$ cat src/design/mini_cluster_pkg.sv
/* Mini cluster package
   Widths, opcodes, peripheral map and the instruction word layouts */
package mini_cluster_pkg;

  localparam int unsigned XLEN         = 16;
  localparam int unsigned ILEN         = 16;
  localparam int unsigned PcWidth      = 8;
  localparam int unsigned BusAddrWidth = 9;
  localparam int unsigned NrRegs       = 16;

  // Peripheral offsets, selected when bus address bit 8 is set
  localparam logic AddrEntry = 1'b0;
  localparam logic AddrMsip  = 1'b1;

  // Opcode 0 and 8..15 decode as no-operation
  typedef enum logic [3:0] {
    OP_ADD  = 4'h1,
    OP_SUB  = 4'h2,
    OP_AND  = 4'h3,
    OP_XOR  = 4'h4,
    OP_LI   = 4'h5,
    OP_ADDI = 4'h6,
    OP_WFI  = 4'h7
  } opcode_e;

  typedef enum logic [1:0] {
    ALU_ADD = 2'd0,
    ALU_SUB = 2'd1,
    ALU_AND = 2'd2,
    ALU_XOR = 2'd3
  } alu_op_e;

  // One word, two views: register format and immediate format
  typedef union packed {
    struct packed {
      opcode_e    opcode;
      logic [3:0] rd;
      logic [3:0] rs1;
      logic [3:0] rs2;
    } r_fmt;
    struct packed {
      opcode_e    opcode;
      logic [3:0] rd;
      logic [7:0] imm;
    } i_fmt;
  } insn_u;

endpackage

$ cat src/design/insn_result.sv
/* Result stage
   Register file, write-back report and the sleep entry pulse */
module insn_result (
  input  logic                            clk_i,
  input  logic                            rst_n_i,
  input  logic                            ex_valid_i,
  input  logic [3:0]                      ex_rd_i,
  input  logic                            ex_we_i,
  input  logic                            ex_wfi_i,
  input  logic [mini_cluster_pkg::XLEN-1:0] ex_result_i,
  input  logic [3:0]                      rf_raddr_a_i,
  input  logic [3:0]                      rf_raddr_b_i,
  output logic [mini_cluster_pkg::XLEN-1:0] rf_rdata_a_o,
  output logic [mini_cluster_pkg::XLEN-1:0] rf_rdata_b_o,
  output logic                            rf_we_o,
  output logic [3:0]                      rf_waddr_o,
  output logic [mini_cluster_pkg::XLEN-1:0] rf_wdata_o,
  output logic                            sleep_enter_o,
  output logic                            wb_valid_o,
  output logic [3:0]                      wb_rd_o,
  output logic [mini_cluster_pkg::XLEN-1:0] wb_data_o
);

  import mini_cluster_pkg::*;

  logic [XLEN-1:0] regs_q [NrRegs];

  // r0 is never written, so it keeps reading zero
  assign rf_we_o    = ex_valid_i && ex_we_i && (ex_rd_i != '0);
  assign rf_waddr_o = ex_rd_i;
  assign rf_wdata_o = ex_result_i;

  always_ff @(posedge clk_i) begin
    if (rf_we_o) begin
      regs_q[rf_waddr_o] <= rf_wdata_o;
    end
  end

  assign rf_rdata_a_o = (rf_raddr_a_i == '0) ? '0 : regs_q[rf_raddr_a_i];
  assign rf_rdata_b_o = (rf_raddr_b_i == '0) ? '0 : regs_q[rf_raddr_b_i];

  // Writes to r0 are still reported
  always_ff @(posedge clk_i or negedge rst_n_i) begin
    if (!rst_n_i) begin
      wb_valid_o    <= 1'b0;
      sleep_enter_o <= 1'b0;
    end else begin
      wb_valid_o    <= ex_valid_i & ex_we_i;
      sleep_enter_o <= ex_valid_i & ex_wfi_i;
    end
  end

  always_ff @(posedge clk_i) begin
    wb_rd_o   <= ex_rd_i;
    wb_data_o <= ex_result_i;
  end

endmodule

$ cat config.mk
export PLATFORM = sky130hd
export DESIGN_NAME = insn_result
export DESIGN_NICKNAME = d
export VERILOG_FILES = /design/src/design/mini_cluster_pkg.sv /design/src/design/insn_result.sv
export SDC_FILE = /design/constraint.sdc
export NUM_CORES = 1
export LEC_CHECK = 0
export ABC_AREA = 0
export BUFFER_PORTS_ARGS = -buffer_cell sky130_fd_sc_hd__buf_4
export CAP_MARGIN = 10
export CORE_UTILIZATION = 40
export DETAILED_ROUTE_END_ITERATION = 16
export HOLD_SLACK_MARGIN = 0.15
export PLACE_DENSITY_LB_ADDON = 0.3
export SETUP_SLACK_MARGIN = 0.3
export SKIP_LAST_GASP = 1
export SYNTH_ARGS = -nofsm -noshare
export SYNTH_HDL_FRONTEND = slang
export SYNTH_SLANG_ARGS = --single-unit
$ cat constraint.sdc
create_clock -name clk_i -period 6.6 [get_ports clk_i]
set_clock_uncertainty 0.2 [all_clocks]
set_input_delay 1.32 -clock clk_i [delete_from_list [all_inputs] [get_ports clk_i]]
set_output_delay 1.32 -clock clk_i [all_outputs]
set_load 0.05 [all_outputs]
==> qor.csv <==
stage,metric,value,unit
synthesis,Mapped Cells,590,
grt,initial antenna violation count,0,
clocking,CTS Hold Bufs,0,
critical_path,arrival time at the worst endpoint,3720,ps
grt,first-pass GRT wire length,43.9,mm
clocking,number of buffers created by CTS,28,
drt,Routed WL,29.0,mm
synthesis,syn_area_per_cell,20.0,µm²
clocking,"Clk pin slew, worst setup/hold paths",60,ps
final_layout,Reg area,7690,µm²
final_layout,fin nets,721,
drt,initial DRC count,557,
synthesis,Post-synth top flop,edfxtp_1,
clocking,H-tree Lvls,1,
clocking,CTS resizes,0,
synthesis,Post-Syn Area,11800,µm²
clocking,root buffer cell,clkbuf_16,
clocking,CTS Sinks,263,
final_layout,multi-input combinational cell area,3750,µm²
synthesis,share of flip-flops with an asynchronous set or reset,0.760,%
clocking,CTS tree,yes,
critical_path,Crit. End Element,output pin,
run,Max Cap Violations,0,
synthesis,largest area contributor in the netlist,edfxtp_1,
critical_path,critical path class,input pin to output pin,
power,maximum VDD drop,201,µV
grt,total track usage,19.6,%
power,Total Power,3.84,mW
min_path,Min-Delay Path Class,input pin to async pin,
placement,count of input and output buffers,107,
synthesis,most instantiated cells after synthesis,"edfxtp_1, mux4_2, buf_4",
floorplan,Ports,108,
final_layout,fraction of layout cells with a size suffix above 1,44.9,%
clocking,setup bufs post-CTS,0,
floorplan,Die Height,174,µm
sta,Max Fclk,191,MHz
drt,via count,6392,
grt,largest net degree at the start of global routing,63,
sta,Final Setup Violations,0,
status,status,completed,
synthesis,register area share after synthesis,65.2,%
drt,DRC errors left,0,
sta,RSZ-0062 raised after global routing,false,
synthesis,Seq cells post-synth,263,
synthesis,main combinational cell family by area after synthesis,multiplexers,
synthesis,"EDFF count, synth",241,
sta,worst setup margin,1360,ps
synthesis,Synth Area in XOR/XNOR,0,%
power,power per cell area,277,nW/µm²
final_layout,Filler cells,2398,
synthesis,yosys warns,0,
synthesis,"top cells by area, synth","edfxtp_1, mux4_2, dfxtp_1, mux2_2, buf_4",
synthesis,post-synthesis simple-gate area fraction,1.49,%
synthesis,share of the synthesized area in the top cell type,61.4,%
sta,final hold slack,363,ps
drt,drt pass-1 iters,5,
placement,hpwl dp,16.7,mm
floorplan,initial core utilization,40.8,%
synthesis,syn_nets,623,
sta,setup TNS,0,ps
sta,Final Hold Viols,0,
sta,crit path time final,5240,ps
synthesis,Post-Synth Adder-Cell Area,0,%
sta,Slew @ Worst Pin,943,ps
critical_path,Worst Setup SP,rf_raddr_b_i[1],
floorplan,core area,28900,µm²
placement,gpl congestion,0.728,
critical_path,worst endpoint required time,5080,ps
floorplan,die width,174,µm
synthesis,"count leader, synth",edfxtp_1,
sta,fin crit share,79.4,%
critical_path,Setup crit start kind,input pin,
grt,number of global-route vias before repair,6913,
clocking,Max Buffers Root-to-Sink,3,
sta,Max-Slew Margin vs Limit,37.2,%
placement,Area after DPL,12900,µm²
placement,pre-CTS WS,1380,ps
critical_path,crit-path max FO,62,
floorplan,# rows,62,
final_layout,post-route cell area,13800,µm²
synthesis,count of cell types in the netlist,33,
final_layout,area growth from synthesis to layout,17.3,%
grt,global route overflow,0,
power,Leak Pwr,4.63,nW
drt,Via density,5.84,
synthesis,compound-cell area share of the yosys netlist,3.95,%
floorplan,Die ar.,30200,µm²
final_layout,ant diodes,0,
drt,DR WL/cell,26.6,µm
synthesis,multiplexer share of the synthesized area,25.9,%
drt,remaining antenna violation count,0,
sta,max-slew violations,0,
[metal layers]
layer  wire length, µm  GRT usage (%)  up-vias  part of all wire [%]
met5                 0              0        -                     0
met4               495           4.61        0                   1.7
met3              1810           3.25       37                   6.2
met2             14600           33.0      247                    50
met1             12100           26.7     3408                    42
li1                  -              -     2700                     -
[report_power, final]
group / total, mW / switching, mW / internal [mW]
Sequential: 1.85 / 0.00951 / 1.84
Combinational: 0.447 / 0.284 / 0.164
Clock: 1.54 / 0.618 / 0.919
Total: 3.84 / 0.911 / 2.93
[logic make-up after synthesis]
family	count (synthesis)
buf+inv	66
mux	160
simple gates	35
other cells	1
compound gates	65
flops	263
[flip-flops by register name, indices dropped and copies added, names as in the netlist]
signal	flops
regs_q	241
sleep_enter_o	1
wb_data_o	16
wb_rd_o	4
wb_valid_o	1
[cell type report]
cell class,count,share of cell area [%]
tap,384,3.47
clock buffer,50,6.54
timing repair buffer,130,7.06
clock inverter,2,0.0995
sequential,263,55.6
multi-input combinational,261,27.1
inverter,4,0.109
[final timing paths]
path,end,cells past startpoint
max in group asynchronous,wb_valid_o$_DFF_PN0_,1
worst max-delay path,rf_rdata_b_o[10],6
worst min-delay path,sleep_enter_o$_DFF_PN0_,1
min in group clk_i,wb_rd_o[0]$_DFF_P_,1
[critical path, cell delays in order]
cell,delay (ps)
buf_4,690
nor2b_1,390
buf_4,320
a22o_1,260
mux4_2,500
buf_4,210
[placed cells by master, fill, tap and decap left out, types with 3 or more instances in the layout]
cell type	n
mux2i_1	16
clkbuf_8	10
a22o_1	15
nor2_2	9
o21ai_0	6
mux2_1	11
a221o_1	14
edfxtp_1	241
nand2b_1	4
nor4_2	3
clkbuf_16	29
mux4_2	113
clkbuf_1	11
nand2_1	5
inv_1	4
buf_4	130
mux2_2	20
dfxtp_1	20
nor3_2	3
a21oi_1	15
o21ai_1	11
[per-stage QoR]
stage | util, % | std cells
after floorplan | - | 590
after global placement | 44.7 | 1042
after detailed placement | 44.7 | 1042
after CTS | 47.9 | 1094
after global routing | 47.9 | 1094
final | 47.9 | 1094
(Power assumes the default switching activity.)
