`src/design/mini_cluster_pkg.sv`:
```
/* Mini cluster package
   Widths, opcodes, peripheral map and the instruction word layouts */
package mini_cluster_pkg;

  localparam int unsigned XLEN         = 16;
  localparam int unsigned ILEN         = 16;
  localparam int unsigned PcWidth      = 8;
  localparam int unsigned BusAddrWidth = 9;
  localparam int unsigned NrRegs       = 16;

  // Peripheral offsets, selected when bus address bit 8 is set
  localparam logic AddrEntry = 1'b0;
  localparam logic AddrMsip  = 1'b1;

  // Opcode 0 and 8..15 decode as no-operation
  typedef enum logic [3:0] {
    OP_ADD  = 4'h1,
    OP_SUB  = 4'h2,
    OP_AND  = 4'h3,
    OP_XOR  = 4'h4,
    OP_LI   = 4'h5,
    OP_ADDI = 4'h6,
    OP_WFI  = 4'h7
  } opcode_e;

  typedef enum logic [1:0] {
    ALU_ADD = 2'd0,
    ALU_SUB = 2'd1,
    ALU_AND = 2'd2,
    ALU_XOR = 2'd3
  } alu_op_e;

  // One word, two views: register format and immediate format
  typedef union packed {
    struct packed {
      opcode_e    opcode;
      logic [3:0] rd;
      logic [3:0] rs1;
      logic [3:0] rs2;
    } r_fmt;
    struct packed {
      opcode_e    opcode;
      logic [3:0] rd;
      logic [7:0] imm;
    } i_fmt;
  } insn_u;

endpackage

```
`src/design/insn_execute.sv`:
```
/* Execute stage
   ALU with forwarding of its own previous result, output registered */
module insn_execute (
  input  logic                            clk_i,
  input  logic                            rst_n_i,
  input  logic                            dec_valid_i,
  input  mini_cluster_pkg::alu_op_e       dec_op_i,
  input  logic [3:0]                      dec_rd_i,
  input  logic [3:0]                      dec_rs1_i,
  input  logic [3:0]                      dec_rs2_i,
  input  logic [mini_cluster_pkg::XLEN-1:0] dec_a_i,
  input  logic [mini_cluster_pkg::XLEN-1:0] dec_b_i,
  input  logic                            dec_use_imm_i,
  input  logic [mini_cluster_pkg::XLEN-1:0] dec_imm_i,
  input  logic                            dec_we_i,
  input  logic                            dec_wfi_i,
  output logic                            ex_valid_o,
  output logic [3:0]                      ex_rd_o,
  output logic                            ex_we_o,
  output logic                            ex_wfi_o,
  output logic [mini_cluster_pkg::XLEN-1:0] ex_result_o
);

  import mini_cluster_pkg::*;

  logic            fwd_a;
  logic            fwd_b;
  logic [XLEN-1:0] op_a;
  logic [XLEN-1:0] op_b;
  logic [XLEN-1:0] alu_res;

  // Previous result is not yet in the register file at decode time
  assign fwd_a = ex_we_o && (ex_rd_o != '0) && (ex_rd_o == dec_rs1_i);
  assign fwd_b = ex_we_o && (ex_rd_o != '0) && (ex_rd_o == dec_rs2_i);

  assign op_a = fwd_a ? ex_result_o : dec_a_i;
  assign op_b = dec_use_imm_i ? dec_imm_i : (fwd_b ? ex_result_o : dec_b_i);

  always_comb begin
    case (dec_op_i)
      ALU_SUB: alu_res = op_a - op_b;
      ALU_AND: alu_res = op_a & op_b;
      ALU_XOR: alu_res = op_a ^ op_b;
      default: alu_res = op_a + op_b;
    endcase
  end

  always_ff @(posedge clk_i or negedge rst_n_i) begin
    if (!rst_n_i) begin
      ex_valid_o <= 1'b0;
      ex_we_o    <= 1'b0;
      ex_wfi_o   <= 1'b0;
    end else begin
      ex_valid_o <= dec_valid_i;
      ex_we_o    <= dec_valid_i & dec_we_i;
      ex_wfi_o   <= dec_valid_i & dec_wfi_i;
    end
  end

  always_ff @(posedge clk_i) begin
    ex_rd_o     <= dec_rd_i;
    ex_result_o <= alu_res;
  end

endmodule

```
`config.mk`:
```
export PLATFORM = sky130hd
export DESIGN_NAME = insn_execute
export DESIGN_NICKNAME = d
export VERILOG_FILES = /design/src/design/mini_cluster_pkg.sv /design/src/design/insn_execute.sv
export SDC_FILE = /design/constraint.sdc
export NUM_CORES = 1
export LEC_CHECK = 0
export BUFFER_PORTS_ARGS = -buffer_cell sky130_fd_sc_hd__buf_2
export CAP_MARGIN = 20
export CORE_ASPECT_RATIO = 1.2
export CORE_MARGIN = 2
export CORE_UTILIZATION = 52
export DETAILED_ROUTE_END_ITERATION = 6
export PLACE_DENSITY = 0.81
export SETUP_SLACK_MARGIN = 0.15
export SLEW_MARGIN = 15
export SYNTH_ARGS = -nofsm -noshare
export SYNTH_HDL_FRONTEND = slang
export SYNTH_SLANG_ARGS = --single-unit
```
`constraint.sdc`:
```
create_clock -name clk_i -period 5.6 [get_ports clk_i]
set_clock_uncertainty 0.2 [all_clocks]
set_input_delay 0.84 -clock clk_i [delete_from_list [all_inputs] [get_ports clk_i]]
set_output_delay 0.84 -clock clk_i [all_outputs]
set_load 0.01 [all_outputs]
```
==> results.sh <==
export IMPL_grt_busiest_layer="met2"
export IMPL_synth_edf_count=0
export IMPL_hold_viol_final=0
export IMPL_die_height_um=85.1
export IMPL_outcome="complete, no violations"
export IMPL_start_util_pct=53.8
export IMPL_fin_nets=535
export IMPL_grt_pass1_vias=2724
export IMPL_gp_congestion=0.881
export IMPL_cp_start_kind="input pin"
export IMPL_cts_tree="done"
export IMPL_htree_levels=1
export IMPL_met1_usage_pct=31.4
export IMPL_cts_clk_slew_worst_paths_ps=90
export IMPL_track_usage_pct=24.7
export IMPL_worstPathRequired_ps=5550
export IMPL_setup_slack_ps=542
export IMPL_ys_warn_count=0
export IMPL_cpMostUsedCell="xor2_1"
export IMPL_rsz0062_at_grt="false"
export IMPL_routed_wl_mm=7.62
export IMPL_grt_pass1_wl_mm=12.3
export IMPL_worst_skew_pair_late_latency_ps=270
export IMPL_worst_pin_slew_ps=634
export IMPL_slew_headroom_pct=57.4
export IMPL_met3_usage_pct=2.85
export IMPL_ctsLongestPathBuffers=2
export IMPL_finalCritPeriodShare_pct=90.3
export IMPL_ys_ff_latch=23
export IMPL_die_area_um2=6100
export IMPL_top_level_ports=91
export IMPL_drt_first_iter_violations=170
export IMPL_synth_flop_cell="dfxtp_1"
export IMPL_async_reset_ff_share_pct=13.0
export IMPL_path_cells="buf_2 > xor2_1 > nor4_4 > and2_1 > a31oi_1 > and2_1 > ha_1 > nor2_1 > xor2_1 > ha_1 > a21o_1 > a21oi_1 > o21bai_1 > a2111oi_2 > o31ai_1 > or4_1 > a31oi_1 > xor2_1 > o21ai_0"
export IMPL_min_path_type="input pin to async pin"
export IMPL_synth_area_per_cell_um2=8.29
export IMPL_viasPerCell=5.78
export IMPL_antenna_cells=0
export IMPL_worstPathMaxFanout=6
export IMPL_rows=29
export IMPL_syn_area_um2=2850
export IMPL_drive_gt1_share_pct=30.9
export IMPL_grt_util_met2_pct=44.2
export IMPL_critical_path_top_delay_family="compound AO/OA/AOI/OAI gates"
export IMPL_fin_util_pct=65.0
export IMPL_antenna_found_initial=0
export IMPL_port_buffers=90
export IMPL_core_area_um2=5300
export IMPL_grt_start_max_net_pins=24
export IMPL_finalSetupViolations=0
export IMPL_post_route_drc_count=0
export IMPL_clock_sinks=23
export IMPL_setup_tns_ps=0
export IMPL_final_cell_mix="90 x buf_2, 32 x nand2_1, 31 x ha_1"
export IMPL_arrival_ps=5000
export IMPL_cts_root_buf="clkbuf_8"
export IMPL_critPathCaptureType="register"
export IMPL_ys_seq_area_share_pct=16.7
export IMPL_antenna_left=0
export IMPL_final_common_cell="buf_2"
export IMPL_drv_cap=0
export IMPL_crit_type="input pin to register"
export IMPL_path_buf_inv=1
export IMPL_via_count=2867
export IMPL_hold_buffers=0
export IMPL_place_detailed_hpwl_mm=6.07
export IMPL_p_leak_nw=1.65
export IMPL_slowest_delay_ps=460
export IMPL_cp_slowest_cell="nor4_4"
export IMPL_ys_types=61
export IMPL_routedWlPerCell_um=15.4
export IMPL_dr_pass1_iters=4
export IMPL_period_needed_ps=5060
export IMPL_syn_to_final_growth_pct=20.7
export IMPL_power_density_nw_per_um2=211
export IMPL_numCtsBuffers=3
export IMPL_synthCells=344
export IMPL_dp_slack_ps=96.4
export IMPL_synth_net_count=444
export IMPL_overflow=0
export IMPL_ir_drop_mv=0.110
export IMPL_maxSlewViolCount=0
export IMPL_max_freq_mhz=198
export IMPL_die_x_um=71.6
through the flow:
stage | instance area (µm²) | cells | total power (W) | hold slack (ps)
4_1_cts | 3440 | 496 | 0.000726 | 144
3_5_place_dp | 3390 | 492 | 0.000613 | 437
2_1_floorplan | 2850 | 344 | 0.000498 | 344
5_1_grt | 3440 | 496 | 0.000780 | 149
3_3_place_gp | 3390 | 492 | 0.000602 | 434
6_report | 3440 | 496 | 0.000728 | 152
area by class of cell:
cell class | instances | area [µm²]
Tap cell | 62 | 77.6
Sequential cell | 23 | 475
Clock buffer | 4 | 45.0
Timing Repair Buffer | 100 | 526
Multi-Input combinational cell | 293 | 2270
Fill cell | 436 | 1850
Inverter | 14 | 52.6
logic make-up after synthesis:
| logic type | share of synthesized area [%] |
|---|---|
| XOR/XNOR | 10.4 |
| multiplexers | 16.4 |
| adder cells (fa/ha/maj) | 14.3 |
| flip-flops | 16.7 |
| AND/OR/NAND/NOR | 18.6 |
| AO/OA/AOI/OAI | 19.4 |
| buffers and inverters | 4.08 |
flip-flops by register name, summed over array words and instances, names as in the netlist:
signal / cells
ex_we_o: 1
ex_valid_o: 1
ex_wfi_o: 1
ex_result_o: 16
ex_rd_o: 4
cell usage after synthesis, types with 4 or more instances:
cell type   n  area share, %
and2_1      6            1.3
nand2_1    32            4.2
nand2b_1    4           0.88
a21o_1      5            1.3
xor2_1     16            4.9
xnor2_1    18            5.5
inv_1      14            1.8
ha_1       31             14
a211oi_1    4            1.1
mux2i_1    24            8.4
a21oi_1    24            4.2
mux2_2     16            6.3
dfxtp_1    20             14
o21ai_0    13            2.3
nand3_1    13            2.3
nor3_1      6            1.1
o21a_1      5            1.3
o211ai_1    6            1.6
clkbuf_1    8            1.1
nor2_1     22            2.9
where the power goes:
| part | switching (W) | internal [W] |
|---|---|---|
| combinational | 0.000214 | 0.000183 |
| sequential | 0.0000270 | 0.000196 |
| clock | 0.0000572 | 0.0000509 |
| total | 0.000298 | 0.000430 |
worst paths after layout:
kind / startpoint / slack [ps] / cells after the start / end
setup / recovery: dec_rs2_i[2] / 540 / 19 / ex_result_o[14]
hold / removal: rst_n_i / 150 / 1 / ex_we_o
setup reg to reg: ex_rd_o[0] / 790 / 17 / ex_result_o[14]
hold reg to reg: ex_result_o[0] / 600 / 4 / ex_result_o[0]
max in group asynchronous: rst_n_i / 4940 / 1 / ex_valid_o
min in group clk_i: dec_rd_i[3] / 470 / 1 / ex_rd_o[3]
worst register-to-register path: stages, from the launching register on:
cell	delay, ps
dfxtp_1	360
o41a_1	640
and2_1	290
a31oi_1	250
and2_1	190
ha_1	210
nor2_1	70
xor2_1	140
ha_1	330
a21o_1	190
a21oi_1	200
o21bai_1	130
a2111oi_2	410
o31ai_1	180
or4_1	420
a31oi_1	210
xor2_1	170
o21ai_0	90
per-layer routing:
metal / vias up / wire [µm]
met5: - / 0
met4: 0 / 87
met3: 8 / 533
met2: 110 / 3690
met1: 1325 / 3310
li1: 1424 / -
timing repair:
item | 4_1_cts | 5_1_grt
setup endpoints to repair | 0 | 1
resized for setup | 0 | 2
buffers inserted | 0 | 0
Note: power is estimated with default switching activity, not from simulation.
