--- src/design/mini_cluster_pkg.sv ---
/* Mini cluster package
   Widths, opcodes, peripheral map and the instruction word layouts */
package mini_cluster_pkg;

  localparam int unsigned XLEN         = 16;
  localparam int unsigned ILEN         = 16;
  localparam int unsigned PcWidth      = 8;
  localparam int unsigned BusAddrWidth = 9;
  localparam int unsigned NrRegs       = 16;

  // Peripheral offsets, selected when bus address bit 8 is set
  localparam logic AddrEntry = 1'b0;
  localparam logic AddrMsip  = 1'b1;

  // Opcode 0 and 8..15 decode as no-operation
  typedef enum logic [3:0] {
    OP_ADD  = 4'h1,
    OP_SUB  = 4'h2,
    OP_AND  = 4'h3,
    OP_XOR  = 4'h4,
    OP_LI   = 4'h5,
    OP_ADDI = 4'h6,
    OP_WFI  = 4'h7
  } opcode_e;

  typedef enum logic [1:0] {
    ALU_ADD = 2'd0,
    ALU_SUB = 2'd1,
    ALU_AND = 2'd2,
    ALU_XOR = 2'd3
  } alu_op_e;

  // One word, two views: register format and immediate format
  typedef union packed {
    struct packed {
      opcode_e    opcode;
      logic [3:0] rd;
      logic [3:0] rs1;
      logic [3:0] rs2;
    } r_fmt;
    struct packed {
      opcode_e    opcode;
      logic [3:0] rd;
      logic [7:0] imm;
    } i_fmt;
  } insn_u;

endpackage

--- src/design/cluster_periph.sv ---
/* Cluster peripherals
   Entry-point scratch register and the software interrupt (msip) bit */
module cluster_periph (
  input  logic                               clk_i,
  input  logic                               rst_n_i,
  input  logic                               periph_we_i,
  input  logic                               periph_offset_i,
  input  logic [mini_cluster_pkg::XLEN-1:0]    periph_wdata_i,
  input  logic                               sleep_enter_i,
  output logic [mini_cluster_pkg::PcWidth-1:0] entry_pc_o,
  output logic                               msip_o
);

  import mini_cluster_pkg::*;

  logic entry_we;
  logic msip_we;
  logic msip_q;

  assign entry_we = periph_we_i && (periph_offset_i == AddrEntry);
  assign msip_we  = periph_we_i && (periph_offset_i == AddrMsip);

  // Entry point keeps only the low bits of the written word
  always_ff @(posedge clk_i) begin
    if (entry_we) begin
      entry_pc_o <= periph_wdata_i[PcWidth-1:0];
    end
  end

  // Bus write wins over the clear from sleep entry
  always_ff @(posedge clk_i or negedge rst_n_i) begin
    if (!rst_n_i) begin
      msip_q <= 1'b0;
    end else if (msip_we) begin
      msip_q <= periph_wdata_i[0];
    end else if (sleep_enter_i) begin
      msip_q <= 1'b0;
    end
  end

  assign msip_o = msip_q;

endmodule

--- config.mk ---
export PLATFORM = sky130hd
export DESIGN_NAME = cluster_periph
export DESIGN_NICKNAME = d
export VERILOG_FILES = /design/src/design/mini_cluster_pkg.sv /design/src/design/cluster_periph.sv
export SDC_FILE = /design/constraint.sdc
export NUM_CORES = 1
export LEC_CHECK = 0
export ABC_CLOCK_PERIOD_IN_PS = 1200
export BUFFER_PORTS_ARGS = -buffer_cell sky130_fd_sc_hd__buf_2
export CORE_AREA = 2 2 39 41
export CTS_BUF_LIST = sky130_fd_sc_hd__clkbuf_4 sky130_fd_sc_hd__clkbuf_8
export CTS_CLUSTER_SIZE = 8
export DETAILED_ROUTE_END_ITERATION = 10
export DIE_AREA = 0 0 41 43
export PLACE_DENSITY_LB_ADDON = 0.12
export SLEW_MARGIN = 40
export SYNTH_ARGS = -nofsm -noshare
export SYNTH_HDL_FRONTEND = slang
export SYNTH_SLANG_ARGS = --single-unit
export TNS_END_PERCENT = 50
--- constraint.sdc ---
create_clock -name clk_i -period 1.2 [get_ports clk_i]
set_clock_uncertainty 0.15 [all_clocks]
set_input_delay 0.36 -clock clk_i [delete_from_list [all_inputs] [get_ports clk_i]]
set_output_delay 0.36 -clock clk_i [all_outputs]
set_load 0.02 [all_outputs]
==> results.ini, run 1 <==
[synth]
yosysWarnings=0
yosys.area.top_type=edfxtp_1
synth_edf_count=8
synth_seq_cells=9
mappedNetlistArea_um2=299
synth_top_family_by_area=simple AND/OR/NAND/NOR gates
yosys.area.top_type_share_pct=80.3
muxShareOfSynthArea_pct=5.02
synth_simple_gate_area_share_pct=6.28
syn-num-nets=34
synth_fa_ha_area_share_pct=0
yosysSeqAreaShare_pct=88.7
yosysMostFrequentCell=edfxtp_1
netlist_instances=13
syn_avg_cell_area_um2=23.0
post_synth_xor_area_fraction_pct=0
synthTopCellsByArea=edfxtp_1, dfrtp_1, mux2_4
yosysUniqueCellTypes=6
async_flop_share_pct=11.1
ys.flop_type=edfxtp_1
synth_compound_area_share_pct=0

[drt]
drc=0
viasPerCell=3.80
ant_nets=0
wirelength_um=530
first_pass_iters=1
wire_per_inst_um=9.64
drtIter0Drc=0
dr_total_vias=209

[finish]
drive_gt1_share_pct=69.2
seq_area_um2=265
multi_input_area_um2=33.8
fin_util_pct=35.4
n_fill_cell=146
diodes=0
area_delta_synth_final_pct=63.6
final_area_um2=489
final_nets=61

[grt]
grt.met1_usage_pct=6.42
top_usage_layer=met2
grt_use_met3_pct=3.14
grt_pass1_wl_um=752
met2_usage_pct=10.9
grt_util_all_layers_pct=6.73
grt_pass1_vias=203
gr-total-overflow=0
grt_max_degree=9
grt_antenna_before_repair=0

[sta]
grt_setup_unrepaired=true
hold_viol=0
period_needed_ps=1280
max_slew_margin_pct=87.6
worst_slack_ps=-76.0
worst_slew_pin_slew_ps=186
finalCritPeriodShare_pct=106
clock.fmax_mhz=784
slew_violations=0
final-setup-viol-count=9

[cts]
cts.clk_slew.worst_paths_ps=60
cts_tree=yes
clock-sinks=9
cts_max_path_buffers=2
clk_latency_ps=240
cts_root_buf=clkbuf_4
postCtsSetupBuffers=0
numCtsBuffers=3
h-tree-depth=1

[power]
power_frac_comb_pct=13.1
clkPwrFrac_pct=33.9
switchingPower_uw=140
p_per_area_nw_per_um2=1430
leakage_uw=0.000220
swShare_pct=20.0
pwr-share-seq_pct=53.0
power_uw=701
p_int_uw=561
ir_drop_v=0.000535

[job]
cap_violations=0

[critical_path]
crit_fanout=1
arrival_ps=770
critPathRequiredTime_ps=690
worst_setup_path_end_kind=output pin
startpoint_type=flip-flop
path_delay_family=flip-flops
path_class=reg2out
cp_num_buf_inv=1
path_cells=buf_6
cpPeakStageDelay_ps=380
cp_slowest_cell=edfxtp_1

[die]
coreArea_um2=1380
num_rows=14
io_pins=30
die_w_um=41
start_util_pct=21.6
dieHeight_um=43
die_area_um2=1760

[hold_path]
hold_class=in2reg

[place]
post-place-ws_ps=-52.3
place_area_um2=424
io_buffers=21
place.gp.congestion=0.641

[run_status]
status=finished with violations
violations=negative setup slack

logic make-up (layout without fill, tap and decap cells):
kind of cell | after synthesis | after routing
flops | 9 | 9
mux | 1 | 1
buf+inv | 0 | 26
simple gates | 3 | 3
path summary, 6_finish.rpt:
check	from	endpoint	slack (ps)	cells after the start
worst max-delay path	entry_pc_o[0]$_DFFE_PP_	entry_pc_o[0]	-80	1
worst min-delay path	periph_wdata_i[3]	entry_pc_o[3]$_DFFE_PP_	140	1
worst max register to register	msip_o$_DFFE_PN0P_	msip_o$_DFFE_PN0P_	170	2
worst min register to register	msip_o$_DFFE_PN0P_	msip_o$_DFFE_PN0P_	520	2
max in group asynchronous	rst_n_i	msip_o$_DFFE_PN0P_	540	2
min in group asynchronous	rst_n_i	msip_o$_DFFE_PN0P_	270	2
cells in the final DEF (no fill, tap or decap):
cell           count
and2b_2            1
buf_2             17
buf_6              4
clkbuf_4           4
dfrtp_1            1
dlygate4sd3_1      1
edfxtp_1           8
mux2_4             1
nand2_1            1
nor2b_1            1
final cells by class:
cell class	count	share of cell area, %
timing repair buffer	22	28.6
multi-input combinational	4	6.91
sequential	9	54.2
clock buffer	4	6.14
tap	16	4.09
what timing repair did:
item,4_1_cts,5_1_grt
hold buffers,1,0
setup endpoints to repair,9,9
gates resized for setup,2,6
hold endpoints to repair,1,0
through the flow:
step                setup TNS (ps)  instances  hold slack, ps
global placement              -295         50           -14.5
floorplan                        0         13           -85.6
finish                        -622         55             136
global route                  -902         55             124
detailed placement            -417         50           -9.77
CTS                           -719         55             129
power groups by stage:
stage / Combinational [uW] / Clock, uW / Sequential, uW
CTS: 86.3 / 247 / 370
finish: 92.0 / 237 / 371
global placement: 78.6 / 0 / 375
floorplan: 11.8 / 0 / 404
global route: 99.2 / 263 / 373
detailed placement: 80.9 / 0 / 376
flip-flops by register name, summed over array words and instances (netlist names):
| register | cells |
|---|---|
| entry_pc_o | 8 |
| msip_o | 1 |
layer usage:
layer | up-vias | part of all wire (%) | wire length [um]
met5 | - | 0 | 0
met4 | 0 | 0 | 0
met3 | 0 | 14 | 74
met2 | 15 | 50 | 266
met1 | 93 | 36 | 189
li1 | 101 | - | -
Power figures use the tool's default switching activity.
==> run 2: changes to the inputs <==
--- a/config.mk
+++ b/config.mk
@@ -6,12 +6,12 @@
 export NUM_CORES = 1
 export LEC_CHECK = 0
 export ABC_CLOCK_PERIOD_IN_PS = 1200
-export BUFFER_PORTS_ARGS = -buffer_cell sky130_fd_sc_hd__buf_2
 export CORE_AREA = 2 2 39 41
 export CTS_BUF_LIST = sky130_fd_sc_hd__clkbuf_4 sky130_fd_sc_hd__clkbuf_8
 export CTS_CLUSTER_SIZE = 8
 export DETAILED_ROUTE_END_ITERATION = 10
 export DIE_AREA = 0 0 41 43
+export DONT_BUFFER_PORTS = 1
 export PLACE_DENSITY_LB_ADDON = 0.12
 export SLEW_MARGIN = 40
 export SYNTH_ARGS = -nofsm -noshare
==> results.ini, run 2 (synthesized netlist as in run 1, its figures left out) <==
[cts]
numCtsBuffers=3  ; unchanged
h-tree-depth=1  ; unchanged
postCtsSetupBuffers=0  ; unchanged
cts.clk_slew.worst_paths_ps=60  ; about the same
cts_tree=yes
clk_latency_ps=250  ; about the same
cts_max_path_buffers=2  ; unchanged
cts_root_buf=clkbuf_4
clock-sinks=9  ; unchanged

[critical_path]
r2r-end=msip_o$_DFFE_PN0P_
cpPeakStageDelay_ps=390  ; about the same
cp_slowest_cell=dfrtp_1
crit_fanout=2  ; +1
startpoint_type=flip-flop
cp_num_buf_inv=1  ; unchanged
r2r_cells=2  ; unchanged
rr_startpoint=msip_o$_DFFE_PN0P_
path_class=reg2out
critPathRequiredTime_ps=690  ; about the same
r2r_slack_ps=160  ; about the same
path_cells=buf_6
path_delay_family=flip-flops
worst_setup_path_end_kind=output pin
cp_num_cells=1  ; unchanged
arrival_ps=780  ; about the same

[sta]
final-setup-viol-count=9  ; unchanged
grt_setup_unrepaired=true
finalCritPeriodShare_pct=107  ; +1.1 points
max_slew_margin_pct=85.6  ; -2.0 points
hold_viol=0  ; unchanged
clock.fmax_mhz=776  ; -1.0%
slew_violations=0  ; unchanged
period_needed_ps=1290  ; +12.9 ps
worst_slack_ps=-88.9  ; -12.9 ps
worst_slew_pin_slew_ps=216  ; +30.3 ps

[hold_path]
min_from=periph_wdata_i[0]
hold_path_depth=0  ; -1
hold_end=entry_pc_o[0]$_DFFE_PP_
hold_class=in2reg

[die]
start_util_pct=21.6  ; unchanged
die_area_um2=1760  ; unchanged
coreArea_um2=1380  ; unchanged
io_pins=30  ; unchanged
num_rows=14  ; unchanged
dieHeight_um=43  ; unchanged
die_w_um=41  ; unchanged

[finish]
final_nets=41  ; -33%
area_delta_synth_final_pct=23.8
drive_gt1_share_pct=36.8  ; -32 points
final_area_um2=370  ; -24%
final_cells=35  ; -36%
final_common_cell=edfxtp_1
diodes=0  ; unchanged
largest_reg_flops=8  ; unchanged
n_fill_cell=148  ; +1.4%
regMostFlops=entry_pc_o
final_cell_mix=edfxtp_1, clkbuf_4

[grt]
grt_pass1_wl_um=717  ; -4.7%
grt_max_degree=9  ; unchanged
grt_util_all_layers_pct=6.98  ; +0.26 points
grt_antenna_before_repair=0  ; unchanged
grt_pass1_vias=157  ; -23%
gr-total-overflow=0  ; unchanged

[power]
leakage_uw=0.000135  ; -39%
p_per_area_nw_per_um2=1810  ; +26%
ir_drop_v=0.000426  ; -20%

[place]
io_buffers=0  ; -100%
dp_cells=30  ; -40%
post-place-ws_ps=63.0  ; +115 ps
place_area_um2=327  ; -23%
place.gp.congestion=0.573  ; -11%

[drt]
viasPerCell=3.89  ; +2.3%
dr_total_vias=136  ; -35%
drtIter0Drc=0  ; unchanged
first_pass_iters=1  ; unchanged
wirelength_um=485  ; -8.5%
wire_per_inst_um=13.9  ; +44%
drc=0  ; unchanged
ant_nets=0  ; unchanged

[run_status]
status=finished with violations
violations=negative setup slack

[job]
cap_violations=0  ; unchanged

[run 2: changes by cell type in the layout (fill, tap and decap cells not counted)]
cell | before | now
buf_2 | 17 | 0
buf_6 | 4 | 1
[run 2: cell type report]
type	instances	area, um^2	area share [%]
clock buffer	4	30.0	8.11
multi-input combinational	4	33.8	9.12
sequential	9	265	71.6
tap	16	20.0	5.41
timing repair buffer	2	21.3	5.74
[run 2: how the worst max path moves through the flow]
stage / endpoint / start / slack (ps)
global route: msip_o / msip_o$_DFFE_PN0P_ / -120
CTS: msip_o / msip_o$_DFFE_PN0P_ / -100
finish: msip_o / msip_o$_DFFE_PN0P_ / -90
detailed placement: entry_pc_o[6]$_DFFE_PP_ / periph_offset_i / 60
floorplan: msip_o$_DFFE_PN0P_ / msip_o$_DFFE_PN0P_ / 110
global placement: entry_pc_o[5]$_DFFE_PP_ / periph_offset_i / 60
[run 2: power breakdown]
group          total [uW]  leakage [uW]  internal (uW)  switching, uW
Sequential            397     0.0000882            367           30.5
Combinational        24.7     0.0000286           13.4           11.3
Clock                 249     0.0000184            150           98.3
[run 2: through the flow]
stage	hold slack [ps]	util (%)	power (uW)	setup TNS [ps]
finish	50.0	26.8	670	-392
global route	30.1	26.8	704	-702
CTS	40.0	26.8	684	-515
detailed placement	-85.6	23.6	425	0
global placement	-85.5	23.6	424	0
floorplan	-85.6	-	416	0
[run 2: per-layer routing]
layer / part of all wire (%) / routed length (um) / track usage (%)
met1: 36 / 176 / 7.59
met2: 53 / 255 / 8.75
met3: 11 / 53 / 4.71
met4: 0 / 0 / 6.00
met5: 0 / 0 / 0
[run 2: what timing repair did]
action                                  in CTS  in global routing
hold endpoints to repair                     1                  0
endpoints found under the setup margin       9                  9
hold buffers                                 1                  0
resized for setup                            1                  0
==> run 3: changes to the inputs <==
--- a/config.mk
+++ b/config.mk
@@ -12,6 +12,7 @@
 export DETAILED_ROUTE_END_ITERATION = 10
 export DIE_AREA = 0 0 41 43
 export DONT_BUFFER_PORTS = 1
+export MAX_ROUTING_LAYER = met4
 export PLACE_DENSITY_LB_ADDON = 0.12
 export SLEW_MARGIN = 40
 export SYNTH_ARGS = -nofsm -noshare
==> results.ini, run 3 (synthesized netlist as in run 1, its figures left out) <==
[run_status]
status=finished with violations
violations=negative setup slack

[cts]
numCtsBuffers=3  ; unchanged
h-tree-depth=1  ; unchanged
clock-sinks=9  ; unchanged
clk_latency_ps=250  ; about the same
cts_max_path_buffers=2  ; unchanged
cts_tree=yes
cts_root_buf=clkbuf_4
cts.clk_slew.worst_paths_ps=60  ; about the same

[grt]
grt_max_degree=9  ; unchanged
grt_pass1_wl_um=717  ; unchanged
grt_pass1_vias=156  ; -0.64%
gr-total-overflow=0  ; unchanged
grt_util_all_layers_pct=7.16  ; +0.17 points
grt_antenna_before_repair=0  ; unchanged

[critical_path]
arrival_ps=780  ; about the same
cpPeakStageDelay_ps=390  ; about the same
rr_startpoint=msip_o$_DFFE_PN0P_
critPathRequiredTime_ps=690  ; about the same
worst_setup_path_end_kind=output pin
r2r-end=msip_o$_DFFE_PN0P_
r2r_cells=2  ; unchanged
cp_slowest_cell=dfrtp_1
r2r_slack_ps=160  ; about the same
startpoint_type=flip-flop
path_delay_family=flip-flops
crit_fanout=2  ; unchanged
path_cells=buf_6
cp_num_buf_inv=1  ; unchanged
crit_start=msip_o$_DFFE_PN0P_
path_class=reg2out

[sta]
max_slew_margin_pct=85.6  ; unchanged
period_needed_ps=1290  ; -0.271 ps
clock.fmax_mhz=776  ; about the same
worst_slack_ps=-88.6  ; +0.271 ps
slew_violations=0  ; unchanged
finalCritPeriodShare_pct=107  ; about the same
final-setup-viol-count=9  ; unchanged
worst_slew_pin_slew_ps=216  ; unchanged
finalHoldWorstSlack_ps=50.0  ; -0.0492 ps
grt_setup_unrepaired=true
hold_viol=0  ; unchanged

[hold_path]
min_from=periph_wdata_i[0]
hold_path_depth=0  ; unchanged
hold_end=entry_pc_o[0]$_DFFE_PP_
hold_class=in2reg

[die]
die_area_um2=1760  ; unchanged
num_rows=14  ; unchanged
coreArea_um2=1380  ; unchanged
start_util_pct=21.6  ; unchanged
dieHeight_um=43  ; unchanged
die_w_um=41  ; unchanged
io_pins=30  ; unchanged

[drt]
ant_nets=0  ; unchanged
drc=0  ; unchanged
viasPerCell=3.94  ; +1.5%
dr_total_vias=138  ; +1.5%
first_pass_iters=1  ; unchanged
wire_per_inst_um=13.9  ; unchanged
wirelength_um=485  ; unchanged
drtIter0Drc=0  ; unchanged

[power]
power_uw=670  ; about the same
ir_drop_v=0.000426  ; about the same
leakage_uw=0.000135  ; unchanged
p_per_area_nw_per_um2=1810  ; about the same

[place]
place.gp.congestion=0.576  ; +0.51%
io_buffers=0  ; unchanged

[finish]
final_common_cell=edfxtp_1
regMostFlops=entry_pc_o
n_fill_cell=148  ; unchanged
final_nets=41  ; unchanged
diodes=0  ; unchanged
drive_gt1_share_pct=36.8  ; unchanged
area_delta_synth_final_pct=23.8  ; unchanged
largest_reg_flops=8  ; unchanged
fin_util_pct=26.8  ; unchanged
final_cell_mix=edfxtp_1, clkbuf_4

[job]
cap_violations=0  ; unchanged

## run 3: stage by stage
step	worst slack, ps	area, um^2	instances	setup TNS, ps
6_report	-88.6	370	35	-391
5_1_grt	-123	370	35	-703
4_1_cts	-98.5	370	35	-515
3_5_place_dp	63.0	327	30	0
3_3_place_gp	64.4	327	30	0
2_1_floorplan	106	299	13	0
## run 3: what timing repair did
action / CTS / global route
hold buffers: 1 / 0
setup buffers: 0 / 0
gates cloned: 0 / 0
resized for setup: 1 / 0
pin swaps: 0 / 0
setup endpoints to repair: 9 / 9
hold endpoints to repair: 1 / 0
## run 3: metal layers
metal | global-route usage [%] | up-vias | routed length [um]
li1 | - | 60 | -
met1 | 7.59 | 61 | 189
met2 | 8.75 | 15 | 247
met3 | 4.71 | 2 | 40
met4 | 6.00 | 0 | 7
met5 | - | - | 0
## run 3: area by class of cell
cell class | count | area, um^2 | share of cell area (%)
clock buffers | 4 | 30.0 | 8.11
well taps | 16 | 20.0 | 5.41
repair buffers | 2 | 21.3 | 5.74
flip-flops and latches | 9 | 265 | 71.6
multi-input cells | 4 | 33.8 | 9.12
## run 3: where the power goes
part	leakage (uW)	total [uW]	internal [uW]	switching, uW
sequential	0.0000882	397	367	30.5
clock	0.0000184	249	150	98.3
combinational	0.0000286	24.7	13.4	11.3
## run 3: worst max-delay path by stage
stage | end | slack, ps | depth (start not counted)
6_report | msip_o | -90 | 1
5_1_grt | msip_o | -120 | 1
4_1_cts | msip_o | -100 | 1
3_5_place_dp | entry_pc_o[6]$_DFFE_PP_ | 60 | 1
3_3_place_gp | entry_pc_o[5]$_DFFE_PP_ | 60 | 1
2_1_floorplan | msip_o$_DFFE_PN0P_ | 110 | 2
