===== config.mk =====
export PLATFORM = sky130hd
export DESIGN_NAME = insn_decode
export DESIGN_NICKNAME = d
export VERILOG_FILES = /design/src/design/mini_cluster_pkg.sv /design/src/design/insn_decode.sv
export SDC_FILE = /design/constraint.sdc
export NUM_CORES = 1
export LEC_CHECK = 0
export BUFFER_PORTS_ARGS = -buffer_cell sky130_fd_sc_hd__buf_2
export CAP_MARGIN = 20
export CORE_ASPECT_RATIO = 0.6
export CORE_MARGIN = 4
export CORE_UTILIZATION = 38
export DETAILED_ROUTE_END_ITERATION = 7
export GPL_TIMING_DRIVEN = 0
export PLACE_DENSITY_LB_ADDON = 0.25
export SYNTH_ARGS = -nofsm -noshare
export SYNTH_HDL_FRONTEND = slang
export SYNTH_SLANG_ARGS = --single-unit

===== constraint.sdc =====
create_clock -name clk_i -period 1.6 [get_ports clk_i]
set_input_delay 0.32 -clock clk_i [delete_from_list [all_inputs] [get_ports clk_i]]
set_output_delay 0.32 -clock clk_i [all_outputs]
set_load 0.02 [all_outputs]

===== src/design/mini_cluster_pkg.sv =====
/* Mini cluster package
   Widths, opcodes, peripheral map and the instruction word layouts */
package mini_cluster_pkg;

  localparam int unsigned XLEN         = 16;
  localparam int unsigned ILEN         = 16;
  localparam int unsigned PcWidth      = 8;
  localparam int unsigned BusAddrWidth = 9;
  localparam int unsigned NrRegs       = 16;

  // Peripheral offsets, selected when bus address bit 8 is set
  localparam logic AddrEntry = 1'b0;
  localparam logic AddrMsip  = 1'b1;

  // Opcode 0 and 8..15 decode as no-operation
  typedef enum logic [3:0] {
    OP_ADD  = 4'h1,
    OP_SUB  = 4'h2,
    OP_AND  = 4'h3,
    OP_XOR  = 4'h4,
    OP_LI   = 4'h5,
    OP_ADDI = 4'h6,
    OP_WFI  = 4'h7
  } opcode_e;

  typedef enum logic [1:0] {
    ALU_ADD = 2'd0,
    ALU_SUB = 2'd1,
    ALU_AND = 2'd2,
    ALU_XOR = 2'd3
  } alu_op_e;

  // One word, two views: register format and immediate format
  typedef union packed {
    struct packed {
      opcode_e    opcode;
      logic [3:0] rd;
      logic [3:0] rs1;
      logic [3:0] rs2;
    } r_fmt;
    struct packed {
      opcode_e    opcode;
      logic [3:0] rd;
      logic [7:0] imm;
    } i_fmt;
  } insn_u;

endpackage


===== src/design/insn_decode.sv =====
/* Decode stage
   Owns the PC and sleep state, decodes each word and reads its operands */
module insn_decode (
  input  logic                               clk_i,
  input  logic                               rst_n_i,
  input  logic                               msip_i,
  input  logic [mini_cluster_pkg::PcWidth-1:0] entry_pc_i,
  input  logic                               sleep_enter_i,
  input  mini_cluster_pkg::insn_u            fetch_insn_i,
  input  logic                               rf_we_i,
  input  logic [3:0]                         rf_waddr_i,
  input  logic [mini_cluster_pkg::XLEN-1:0]    rf_wdata_i,
  output logic [3:0]                         rf_raddr_a_o,
  output logic [3:0]                         rf_raddr_b_o,
  input  logic [mini_cluster_pkg::XLEN-1:0]    rf_rdata_a_i,
  input  logic [mini_cluster_pkg::XLEN-1:0]    rf_rdata_b_i,
  output logic                               fetch_en_o,
  output logic [mini_cluster_pkg::PcWidth-1:0] fetch_pc_o,
  output logic                               dec_valid_o,
  output mini_cluster_pkg::alu_op_e          dec_op_o,
  output logic [3:0]                         dec_rd_o,
  output logic [3:0]                         dec_rs1_o,
  output logic [3:0]                         dec_rs2_o,
  output logic [mini_cluster_pkg::XLEN-1:0]    dec_a_o,
  output logic [mini_cluster_pkg::XLEN-1:0]    dec_b_o,
  output logic                               dec_use_imm_o,
  output logic [mini_cluster_pkg::XLEN-1:0]    dec_imm_o,
  output logic                               dec_we_o,
  output logic                               dec_wfi_o,
  output logic                               sleep_o
);

  import mini_cluster_pkg::*;

  logic               sleep_q;
  logic               halt_q;
  logic               fetched_q;
  logic [PcWidth-1:0] pc_q;
  logic               is_wfi;
  alu_op_e            op_d;
  logic [3:0]         rs1_d;
  logic [3:0]         rs2_d;
  logic               use_imm_d;
  logic               we_d;
  logic [XLEN-1:0]    imm_d;
  logic [XLEN-1:0]    a_d;
  logic [XLEN-1:0]    b_d;

  // Fetch runs while awake and until a WFI has been decoded
  assign fetch_en_o = ~sleep_q & ~halt_q;
  assign fetch_pc_o = pc_q;
  assign sleep_o    = sleep_q;
  assign is_wfi     = fetched_q && (fetch_insn_i.r_fmt.opcode == OP_WFI);

  always_ff @(posedge clk_i or negedge rst_n_i) begin
    if (!rst_n_i) begin
      sleep_q   <= 1'b1;
      halt_q    <= 1'b0;
      fetched_q <= 1'b0;
      pc_q      <= '0;
    end else begin
      // The word behind a WFI is squashed here
      fetched_q <= fetch_en_o & ~is_wfi;
      if (sleep_enter_i) begin
        sleep_q <= 1'b1;
        halt_q  <= 1'b0;
      end else if (sleep_q && msip_i) begin
        sleep_q <= 1'b0;
        pc_q    <= entry_pc_i;
      end else if (is_wfi) begin
        halt_q <= 1'b1;
      end else if (fetch_en_o) begin
        pc_q <= pc_q + 1'b1;
      end
    end
  end

  always_comb begin
    op_d      = ALU_ADD;
    rs1_d     = fetch_insn_i.r_fmt.rs1;
    rs2_d     = fetch_insn_i.r_fmt.rs2;
    use_imm_d = 1'b0;
    we_d      = 1'b0;
    imm_d     = {{(XLEN - 8){fetch_insn_i.i_fmt.imm[7]}}, fetch_insn_i.i_fmt.imm};
    case (fetch_insn_i.r_fmt.opcode)
      OP_ADD: we_d = 1'b1;
      OP_SUB: begin
        op_d = ALU_SUB;
        we_d = 1'b1;
      end
      OP_AND: begin
        op_d = ALU_AND;
        we_d = 1'b1;
      end
      OP_XOR: begin
        op_d = ALU_XOR;
        we_d = 1'b1;
      end
      // LI adds the immediate to r0
      OP_LI: begin
        rs1_d     = '0;
        rs2_d     = '0;
        use_imm_d = 1'b1;
        we_d      = 1'b1;
      end
      OP_ADDI: begin
        rs1_d     = fetch_insn_i.i_fmt.rd;
        rs2_d     = '0;
        use_imm_d = 1'b1;
        we_d      = 1'b1;
      end
      default: begin
        rs1_d = '0;
        rs2_d = '0;
      end
    endcase
  end

  // Register read, bypassing the write committed this cycle
  assign rf_raddr_a_o = rs1_d;
  assign rf_raddr_b_o = rs2_d;
  assign a_d = (rf_we_i && rf_waddr_i == rs1_d) ? rf_wdata_i : rf_rdata_a_i;
  assign b_d = (rf_we_i && rf_waddr_i == rs2_d) ? rf_wdata_i : rf_rdata_b_i;

  always_ff @(posedge clk_i or negedge rst_n_i) begin
    if (!rst_n_i) begin
      dec_valid_o <= 1'b0;
      dec_we_o    <= 1'b0;
      dec_wfi_o   <= 1'b0;
    end else begin
      dec_valid_o <= fetched_q;
      dec_we_o    <= fetched_q & we_d;
      dec_wfi_o   <= is_wfi;
    end
  end

  always_ff @(posedge clk_i) begin
    dec_op_o      <= op_d;
    dec_rd_o      <= fetch_insn_i.r_fmt.rd;
    dec_rs1_o     <= rs1_d;
    dec_rs2_o     <= rs2_d;
    dec_a_o       <= a_d;
    dec_b_o       <= b_d;
    dec_use_imm_o <= use_imm_d;
    dec_imm_o     <= imm_d;
  end

endmodule


==> results of run 1 <==
==> stage by stage <==
step	hold WS [ps]	TNS (ps)	setup WS, ps	total power [W]
after floorplan	24.4	-10670	-400	0.00262
after global placement	231	-23650	-806	0.00299
after detailed placement	232	-24880	-850	0.00302
after CTS	96.6	-3340	-133	0.00497
after global routing	94.6	-6120	-196	0.00514
final	112	-4340	-159	0.00494
==> logic make-up (layout without fill, tap and decap cells) <==
group	Yosys count	after routing
xor gates and xnor gates	6	6
muxes	38	38
AOI/OAI and AO/OA	41	41
and+or+nand+nor	47	47
buffers and inverters	24	211
DFF	69	69
adders and majority gates	1	1
==> worst max-delay path: stages <==
cell	delay [ps]
buf_8	110
or3b_4	420
a21oi_4	220
nand3b_1	160
a21oi_4	210
buf_8	170
mux2_2	350
==> final timing paths <==
check | from | endpoint | slack, ps | depth (start not counted)
min in group asynchronous | rst_n_i | fetch_pc_o[1]$_DFFE_PN0P_ | 430 | 2
max | fetch_insn_i[13] | dec_b_o[5]$_DFF_P_ | -160 | 7
min reg2reg | fetched_q$_DFF_PN0_ | dec_valid_o$_DFF_PN0_ | 400 | 0
max reg2reg | sleep_o$_DFFE_PN1P_ | fetch_pc_o[6]$_DFFE_PN0P_ | 90 | 6
min | fetch_insn_i[9] | dec_rd_o[1]$_DFF_P_ | 110 | 1
max in group asynchronous | rst_n_i | sleep_o$_DFFE_PN1P_ | 870 | 2
==> per-layer routing <==
layer,share of wire (%),wire length [um]
met4,1.1,90
met3,10,793
met1,42,3270
met5,0,0
met2,47,3720
==> area by class of cell <==
cell class	count	area [um2]
Fill cell	557	2490
Sequential cell	69	1450
Multi-Input combinational cell	133	1280
Timing Repair Buffer	172	936
Clock buffer	12	268
Buffer	16	175
Tap cell	87	109
Inverter	7	26.3
Clock inverter	4	20.0
==> repair_timing <==
item                                   in CTS  in global routing
resized for setup                          40                 21
endpoints found under the hold margin      13                  0
hold buffers                                1                  0
setup endpoints to repair                  42                 43
buffers inserted                            6                  3
pin swaps                                  10                  6
==> state kept, by name, indices dropped and copies added, names as in the netlist <==
name           cells
dec_a_o           16
dec_b_o           16
dec_imm_o          8
fetch_pc_o         8
dec_rd_o           4
dec_rs1_o          4
dec_rs2_o          4
dec_op_o           2
dec_use_imm_o      1
dec_valid_o        1
dec_we_o           1
dec_wfi_o          1
fetched_q          1
halt_q             1
sleep_o            1
==> power breakdown <==
part	internal [W]	switching, W	total, W
Clock	0.00117	0.000683	0.00186
Combinational	0.000474	0.000607	0.00108
Sequential	0.00189	0.000108	0.00200
==> placed cells by master, fill, tap and decap left out, types with 2 or more instances in the layout <==
cell,synthesis,final
buf_2,3,157
dfxtp_1,55,55
mux2_4,13,20
buf_4,8,17
mux2_2,23,16
nand2_1,13,13
dfrtp_1,13,13
a21oi_1,11,11
clkbuf_16,0,10
buf_6,3,6
inv_1,7,5
nor2_1,7,5
nand3_1,5,5
o21ai_0,5,5
buf_8,0,4
o22ai_1,4,4
clkinv_2,0,4
buf_12,0,3
nand3b_1,3,3
a32oi_4,0,3
nand2b_1,3,3
xor2_2,0,3
xnor2_1,2,2
nor4_2,0,2
a21oi_4,0,2
and2_4,0,2
or3_1,2,2
o41ai_2,0,2
inv_2,0,2
o21a_1,3,2
a2bb2oi_1,2,2
==> reports/qor.yml, run 1 <==
clock_network:
  clkSlewWorstSetupHoldPaths_ps: 50
  clkLatencyLatePin_ps: 320
  clockBufferDepth: 2
  clock_sinks: 69
  htree_num_levels: 3
  cts_root_buf: "clkbuf_16"
  cts_tree: "yes"
  cts_buffers: 9
grt:
  globalRouteOverflowTotal: 0
  grt_max_degree: 15
  use_met1_pct: 22.3
  grt.busiest_layer: "met2"
  track_usage_pct: 18.1
  grt_pass1_wl_mm: 11.5
  met3_usage_pct: 7.37
  grtUsageMet2_pct: 29.1
  antenna_found_initial: 0
  grt_pass1_vias: 2318
finish:
  design_area_um2: 4270
  finalNonFillerCells: 500
  antenna_cells: 0
  nNetsFinal: 490
  fin_util_pct: 63.1
  area_growth_pct: 59.9
  drive_gt1_share_pct: 64.9
synthesis:
  synth.distinct_cells: 47
  ys.flop_type: "dfxtp_1"
  synth_edf_count: 0
  syn_area_per_cell_um2: 11.8
  synth_seq_area_share_pct: 54.4
  synth_top_area_share_pct: 41.2
  synth_area_leaders: "dfxtp_1, dfrtp_1, mux2_2, mux2_4, buf_4"
  yosysTopAreaCell: "dfxtp_1"
  synth_area_um2: 2670
  yosys-top-cells-count: "dfxtp_1, mux2_2, dfrtp_1, mux2_4, nand2_1"
  synth_xor_area_share_pct: 1.97
  yosys_warnings: 0
  synthSimpleGateAreaFrac_pct: 9.41
  synth_compound_area_share_pct: 10.5
  async_reset_ff_share_pct: 20.3
  synthCells: 226
  synthAdderAreaFrac_pct: 0.468
  ys_ff_latch: 69
  synthMuxAreaShare_pct: 17.8
  syn_nets: 308
  synth_top_family_by_area: "multiplexers"
  synth.most_common_cell: "dfxtp_1"
sta:
  setup_viol: 37
  grt_setup_unrepaired: "yes"
  skew_ps: 1.82
  post-route-min-period_ps: 1760
  layout_setup_ws_ps: -159
  worst_slew_pin_slew_ps: 445
  period_share_pct: 110
  finalMaxSlewViolations: 0
  finalHoldViolations: 0
  fmax_ghz: 0.568
  relSlewSlack_pct: 70.2
drt:
  vias_per_cell: 4.77
  vias: 2383
  drc_errors: 0
  ant_nets: 0
  wl_per_cell_um: 15.8
  drt_iter0_markers: 119
  dr.pass1.iters: 4
  wl_mm: 7.88
place:
  dp_hpwl_mm: 6.03
  dp_cells: 475
  placed_area_um2: 3650
  portBuffers: 162
  place.gp.congestion: 0.820
floorplanning:
  io_pins: 165
  row_count: 23
  start_util_pct: 39.5
  core_area_um2: 6760
  die_w_um: 116
  die_h_um: 72.9
  dieArea_um2: 8480
status:
  violations: "negative setup slack"
  status: "finished with violations"
worst_hold_path:
  hold_class: "primary input to register"
power_and_ir_drop:
  leakagePower_nw: 2.11
  ir_drop_v: 0.000635
  power_density_nw_per_um2: 1160
setup_path:
  worst_ep_required_time_ps: 1810
  cp-end-kind: "register"
  cp_data_arrival_time_ps: 1970
  critPathMaxFanout: 10
  crit_type: "primary input to register"
  critPathLaunchType: "primary input"
run:
  max_cap_violations: 0
Note: power is estimated with default switching activity, not from simulation.
==> inputs of run 2 (changes only) <==
--- a/config.mk
+++ b/config.mk
@@ -11,7 +11,7 @@
 export CORE_MARGIN = 4
 export CORE_UTILIZATION = 38
 export DETAILED_ROUTE_END_ITERATION = 7
-export GPL_TIMING_DRIVEN = 0
+export GPL_TIMING_DRIVEN = 1
 export PLACE_DENSITY_LB_ADDON = 0.25
 export SYNTH_ARGS = -nofsm -noshare
 export SYNTH_HDL_FRONTEND = slang
==> reports/qor.yml, run 2 (synthesis results as in run 1) <==
status:
  status: "finished with violations"
  violations: "negative setup slack"
clock_network:
  cts_tree: "yes"
  clockBufferDepth: 2
  cts_buffers: 9
  clock_sinks: 69
  clkLatencyLatePin_ps: 330
  cts_root_buf: "clkbuf_16"
  htree_num_levels: 3
  clkSlewWorstSetupHoldPaths_ps: 50
power_and_ir_drop:
  p_sw_share_pct: 27.6
  leakagePower_nw: 2.19
  power_density_nw_per_um2: 1160
  p_seq_share_pct: 39.2
  p_comb_share_pct: 21.9
  power.internal_w: 0.00369
  pwr-share-clk_pct: 38.9
  p_switching_w: 0.00141
  ir_drop_v: 0.000846
floorplanning:
  start_util_pct: 39.5
  die_w_um: 116
  core_area_um2: 6760
  dieArea_um2: 8480
  row_count: 23
  die_h_um: 72.9
  io_pins: 165
sta:
  relSlewSlack_pct: 78.6
  finalHoldViolations: 0
  grt_setup_unrepaired: "yes"
  finalMaxSlewViolations: 0
  layout_setup_ws_ps: -144
  setup_viol: 37
  worst_slew_pin_slew_ps: 320
  tns_ps: -4180
  period_share_pct: 109
  post-route-min-period_ps: 1740
  skew_ps: 2.98
  fmax_ghz: 0.573
drt:
  dr.pass1.iters: 4
  drc_errors: 0
  drt_iter0_markers: 61
  wl_per_cell_um: 15.4
  vias: 2444
  ant_nets: 0
  wl_mm: 7.99
  vias_per_cell: 4.72
setup_path:
  critPathLaunchType: "primary input"
  cp-end-kind: "output pin"
  cp_data_arrival_time_ps: 1420
  crit_type: "primary input to output pin"
  critPathMaxStageDelay_ps: 430
  critPathSlowestCell: "or3b_4"
  crit_chain: "buf_12 > or3b_4 > a21oi_4 > buf_4 > and2_4 > buf_6"
  critPathMaxFanout: 7
  worst_ep_required_time_ps: 1280
grt:
  grt_pass1_wl_mm: 11.9
  grt_pass1_vias: 2488
  antenna_found_initial: 0
  globalRouteOverflowTotal: 0
  grt_max_degree: 17
  track_usage_pct: 18.6
place:
  portBuffers: 164
  pre_cts_slack_ps: -731
  dp_hpwl_mm: 6.07
  place.gp.congestion: 0.782
finish:
  area_growth_pct: 64.9
  nNetsFinal: 508
  antenna_cells: 0
  final_common_cell: "buf_2"
  final_cell_mix: "buf_2, dfxtp_1, buf_4, mux2_2, buf_6"
  top_regs: "dec_a_o (16), dec_b_o (16)"
  drive_gt1_share_pct: 64.7
run:
  max_cap_violations: 0
worst_hold_path:
  hold_class: "primary input to register"
==> run 2: worst paths after layout <==
kind                                          start                        end  slack, ps  cells after the start
worst max-delay path               fetch_insn_i[12]            rf_raddr_b_o[0]       -140                      6
worst min-delay path                fetch_insn_i[3]       dec_imm_o[3]$_DFF_P_        110                      1
worst max register to register  sleep_o$_DFFE_PN1P_  fetch_pc_o[7]$_DFFE_PN0P_        120                      6
worst min register to register  fetched_q$_DFF_PN0_      dec_valid_o$_DFF_PN0_        410                      0
max in group asynchronous                   rst_n_i        sleep_o$_DFFE_PN1P_        880                      2
min in group asynchronous                   rst_n_i  fetch_pc_o[0]$_DFFE_PN0P_        430                      2
==> run 2: through the flow <==
| stage | cell area [um2] | util (%) | instances | hold slack (ps) | total power, W |
|---|---|---|---|---|---|
| after floorplan | 2730 | - | 226 | 24.4 | 0.00262 |
| after global placement | 3790 | 56.1 | 494 | 228 | 0.00303 |
| after detailed placement | 3790 | 56.1 | 494 | 230 | 0.00306 |
| after CTS | 4310 | 63.7 | 516 | 98.2 | 0.00511 |
| after global routing | 4400 | 65.1 | 518 | 104 | 0.00531 |
| final | 4400 | 65.1 | 518 | 112 | 0.00510 |
==> run 2: layer usage <==
layer  vias up  global-route usage [%]  routed length (um)
met1      1141                    22.9                3400
met2        95                    29.0                3730
met4         0                    7.98                 178
met3        15                    7.46                 684
met5         -                       0                   0
li1       1193                       -                   -
==> run 2: power groups by stage <==
stage	clock, W	combinational [W]	sequential, W
after floorplan	0	0.000392	0.00222
after global placement	0	0.00100	0.00203
after detailed placement	0	0.00103	0.00203
after CTS	0.00202	0.00109	0.00200
after global routing	0.00209	0.00120	0.00202
final	0.00198	0.00112	0.00200
==> run 2: area by class of cell <==
class / instances / area, um2
flip-flops and latches: 69 / 1450
fillers: 554 / 2360
repair buffers: 206 / 1270
clock buffers: 12 / 258
multi-input cells: 133 / 1240
clock inverters: 4 / 45.0
well taps: 87 / 109
inverters: 7 / 28.8
==> run 2: worst max-delay path, delay by kind of cell <==
kind | cells | cell delay [ps]
AND/OR/NAND/NOR | 2 | 570
buffers and inverters | 3 | 370
AO/OA/AOI/OAI | 1 | 170
==> run 2: timing repair <==
action | in CTS | in global routing
hold buffers | 1 | 0
setup endpoints to repair | 40 | 41
endpoints found under the hold margin | 13 | 0
buffers inserted | 5 | 2
pin swaps | 9 | 6
resized for setup | 38 | 16
==> inputs of run 3 (changes only) <==
--- a/config.mk
+++ b/config.mk
@@ -7,7 +7,7 @@
 export LEC_CHECK = 0
 export BUFFER_PORTS_ARGS = -buffer_cell sky130_fd_sc_hd__buf_2
 export CAP_MARGIN = 20
-export CORE_ASPECT_RATIO = 0.6
+export CORE_ASPECT_RATIO = 1.2
 export CORE_MARGIN = 4
 export CORE_UTILIZATION = 38
 export DETAILED_ROUTE_END_ITERATION = 7
==> reports/qor.yml, run 3 (synthesis results as in run 1) <==
status:
  status: "finished with violations"
  violations: "negative setup slack"
finish:
  finalNonFillerCells: 513
  nNetsFinal: 504
  final_common_cell: "buf_2"
  antenna_cells: 0
  final_cell_mix: "buf_2, dfxtp_1, buf_4, mux2_2"
  fin_util_pct: 61.6
  top_regs: "dec_a_o (16), dec_b_o (16)"
  drive_gt1_share_pct: 64.8
  area_growth_pct: 58.1
setup_path:
  critPathMaxFanout: 5
  cp_data_arrival_time_ps: 1400
  crit_type: "primary input to output pin"
  worst_ep_required_time_ps: 1280
  critPathLaunchType: "primary input"
  cp-end-kind: "output pin"
clock_network:
  cts_root_buf: "clkbuf_8"
  cts_tree: "yes"
  clock_sinks: 69
  clkLatencyLatePin_ps: 330
  cts_buffers: 9
  htree_num_levels: 3
  clockBufferDepth: 2
  clkSlewWorstSetupHoldPaths_ps: 70
run:
  max_cap_violations: 0
grt:
  grt_pass1_wl_mm: 11.5
  antenna_found_initial: 0
  track_usage_pct: 17.2
  grt_pass1_vias: 2467
  globalRouteOverflowTotal: 0
  grt_max_degree: 17
sta:
  post-route-min-period_ps: 1720
  setup_viol: 39
  period_share_pct: 107
  skew_ps: 4.29
  finalHoldViolations: 0
  grt_setup_unrepaired: "yes"
  layout_setup_ws_ps: -118
  holdWs_ps: 95.3
  relSlewSlack_pct: 75.9
  finalMaxSlewViolations: 0
  worst_slew_pin_slew_ps: 352
  tns_ps: -3140
  fmax_ghz: 0.582
drt:
  drc_errors: 0
  wl_mm: 7.62
  vias: 2433
  dr.pass1.iters: 4
  vias_per_cell: 4.74
  drt_iter0_markers: 38
  ant_nets: 0
  wl_per_cell_um: 14.8
place:
  dp_cells: 493
  place.gp.congestion: 0.796
  pre_cts_slack_ps: -557
  dp_hpwl_mm: 5.70
  portBuffers: 164
power_and_ir_drop:
  power_density_nw_per_um2: 1090
  leakagePower_nw: 2.11
  ir_drop_v: 0.000921
floorplanning:
  core_area_um2: 6850
  dieArea_um2: 8440
  start_util_pct: 39.0
  die_h_um: 99.8
  io_pins: 165
  die_w_um: 84.5
  row_count: 33
worst_hold_path:
  hold_class: "primary input to register"
==> run 3: final timing paths <==
kind | to | cells after the start | startpoint | slack [ps]
max | rf_raddr_b_o[0] | 6 | fetch_insn_i[12] | -120
min | dec_rd_o[1]$_DFF_P_ | 1 | fetch_insn_i[9] | 100
max reg2reg | fetch_pc_o[4]$_DFFE_PN0P_ | 4 | sleep_o$_DFFE_PN1P_ | 170
min reg2reg | dec_valid_o$_DFF_PN0_ | 0 | fetched_q$_DFF_PN0_ | 420
max in group asynchronous | sleep_o$_DFFE_PN1P_ | 2 | rst_n_i | 880
min in group asynchronous | fetch_pc_o[0]$_DFFE_PN0P_ | 2 | rst_n_i | 430
==> run 3: final cells by class <==
type	instances	area, um2
inverters	7	26.3
fillers	579	2630
clock buffers	10	128
clock inverters	5	85.1
well taps	87	109
flip-flops and latches	69	1450
repair buffers	202	1210
multi-input cells	133	1210
==> run 3: timing repair <==
item	in CTS	in global routing
pin swaps	5	2
hold buffers	1	0
gates resized for setup	20	23
endpoints found under the setup margin	40	41
setup buffers	2	2
endpoints found under the hold margin	13	0
==> run 3: worst max-delay path: stages <==
cell	delay [ps]
buf_8	110
or3b_4	420
a21oi_4	180
buf_6	130
and2_4	130
buf_6	110
==> run 3: per-layer routing <==
| metal | wire length, um | GRT usage, % |
|---|---|---|
| met2 | 3930 | 30.6 |
| met4 | 149 | 8.40 |
| met1 | 2770 | 18.1 |
| met3 | 759 | 5.99 |
| met5 | 0 | 0 |
==> run 3: power by group <==
group	switching [W]	internal, W
Combinational	0.000587	0.000488
Clock	0.000668	0.000878
Sequential	0.000103	0.00189
==> run 3: through the flow <==
step	area [um2]	power (W)
after CTS	4120	0.00463
final	4220	0.00461
after global placement	3800	0.00302
after detailed placement	3800	0.00304
after global routing	4220	0.00484
after floorplan	2730	0.00262
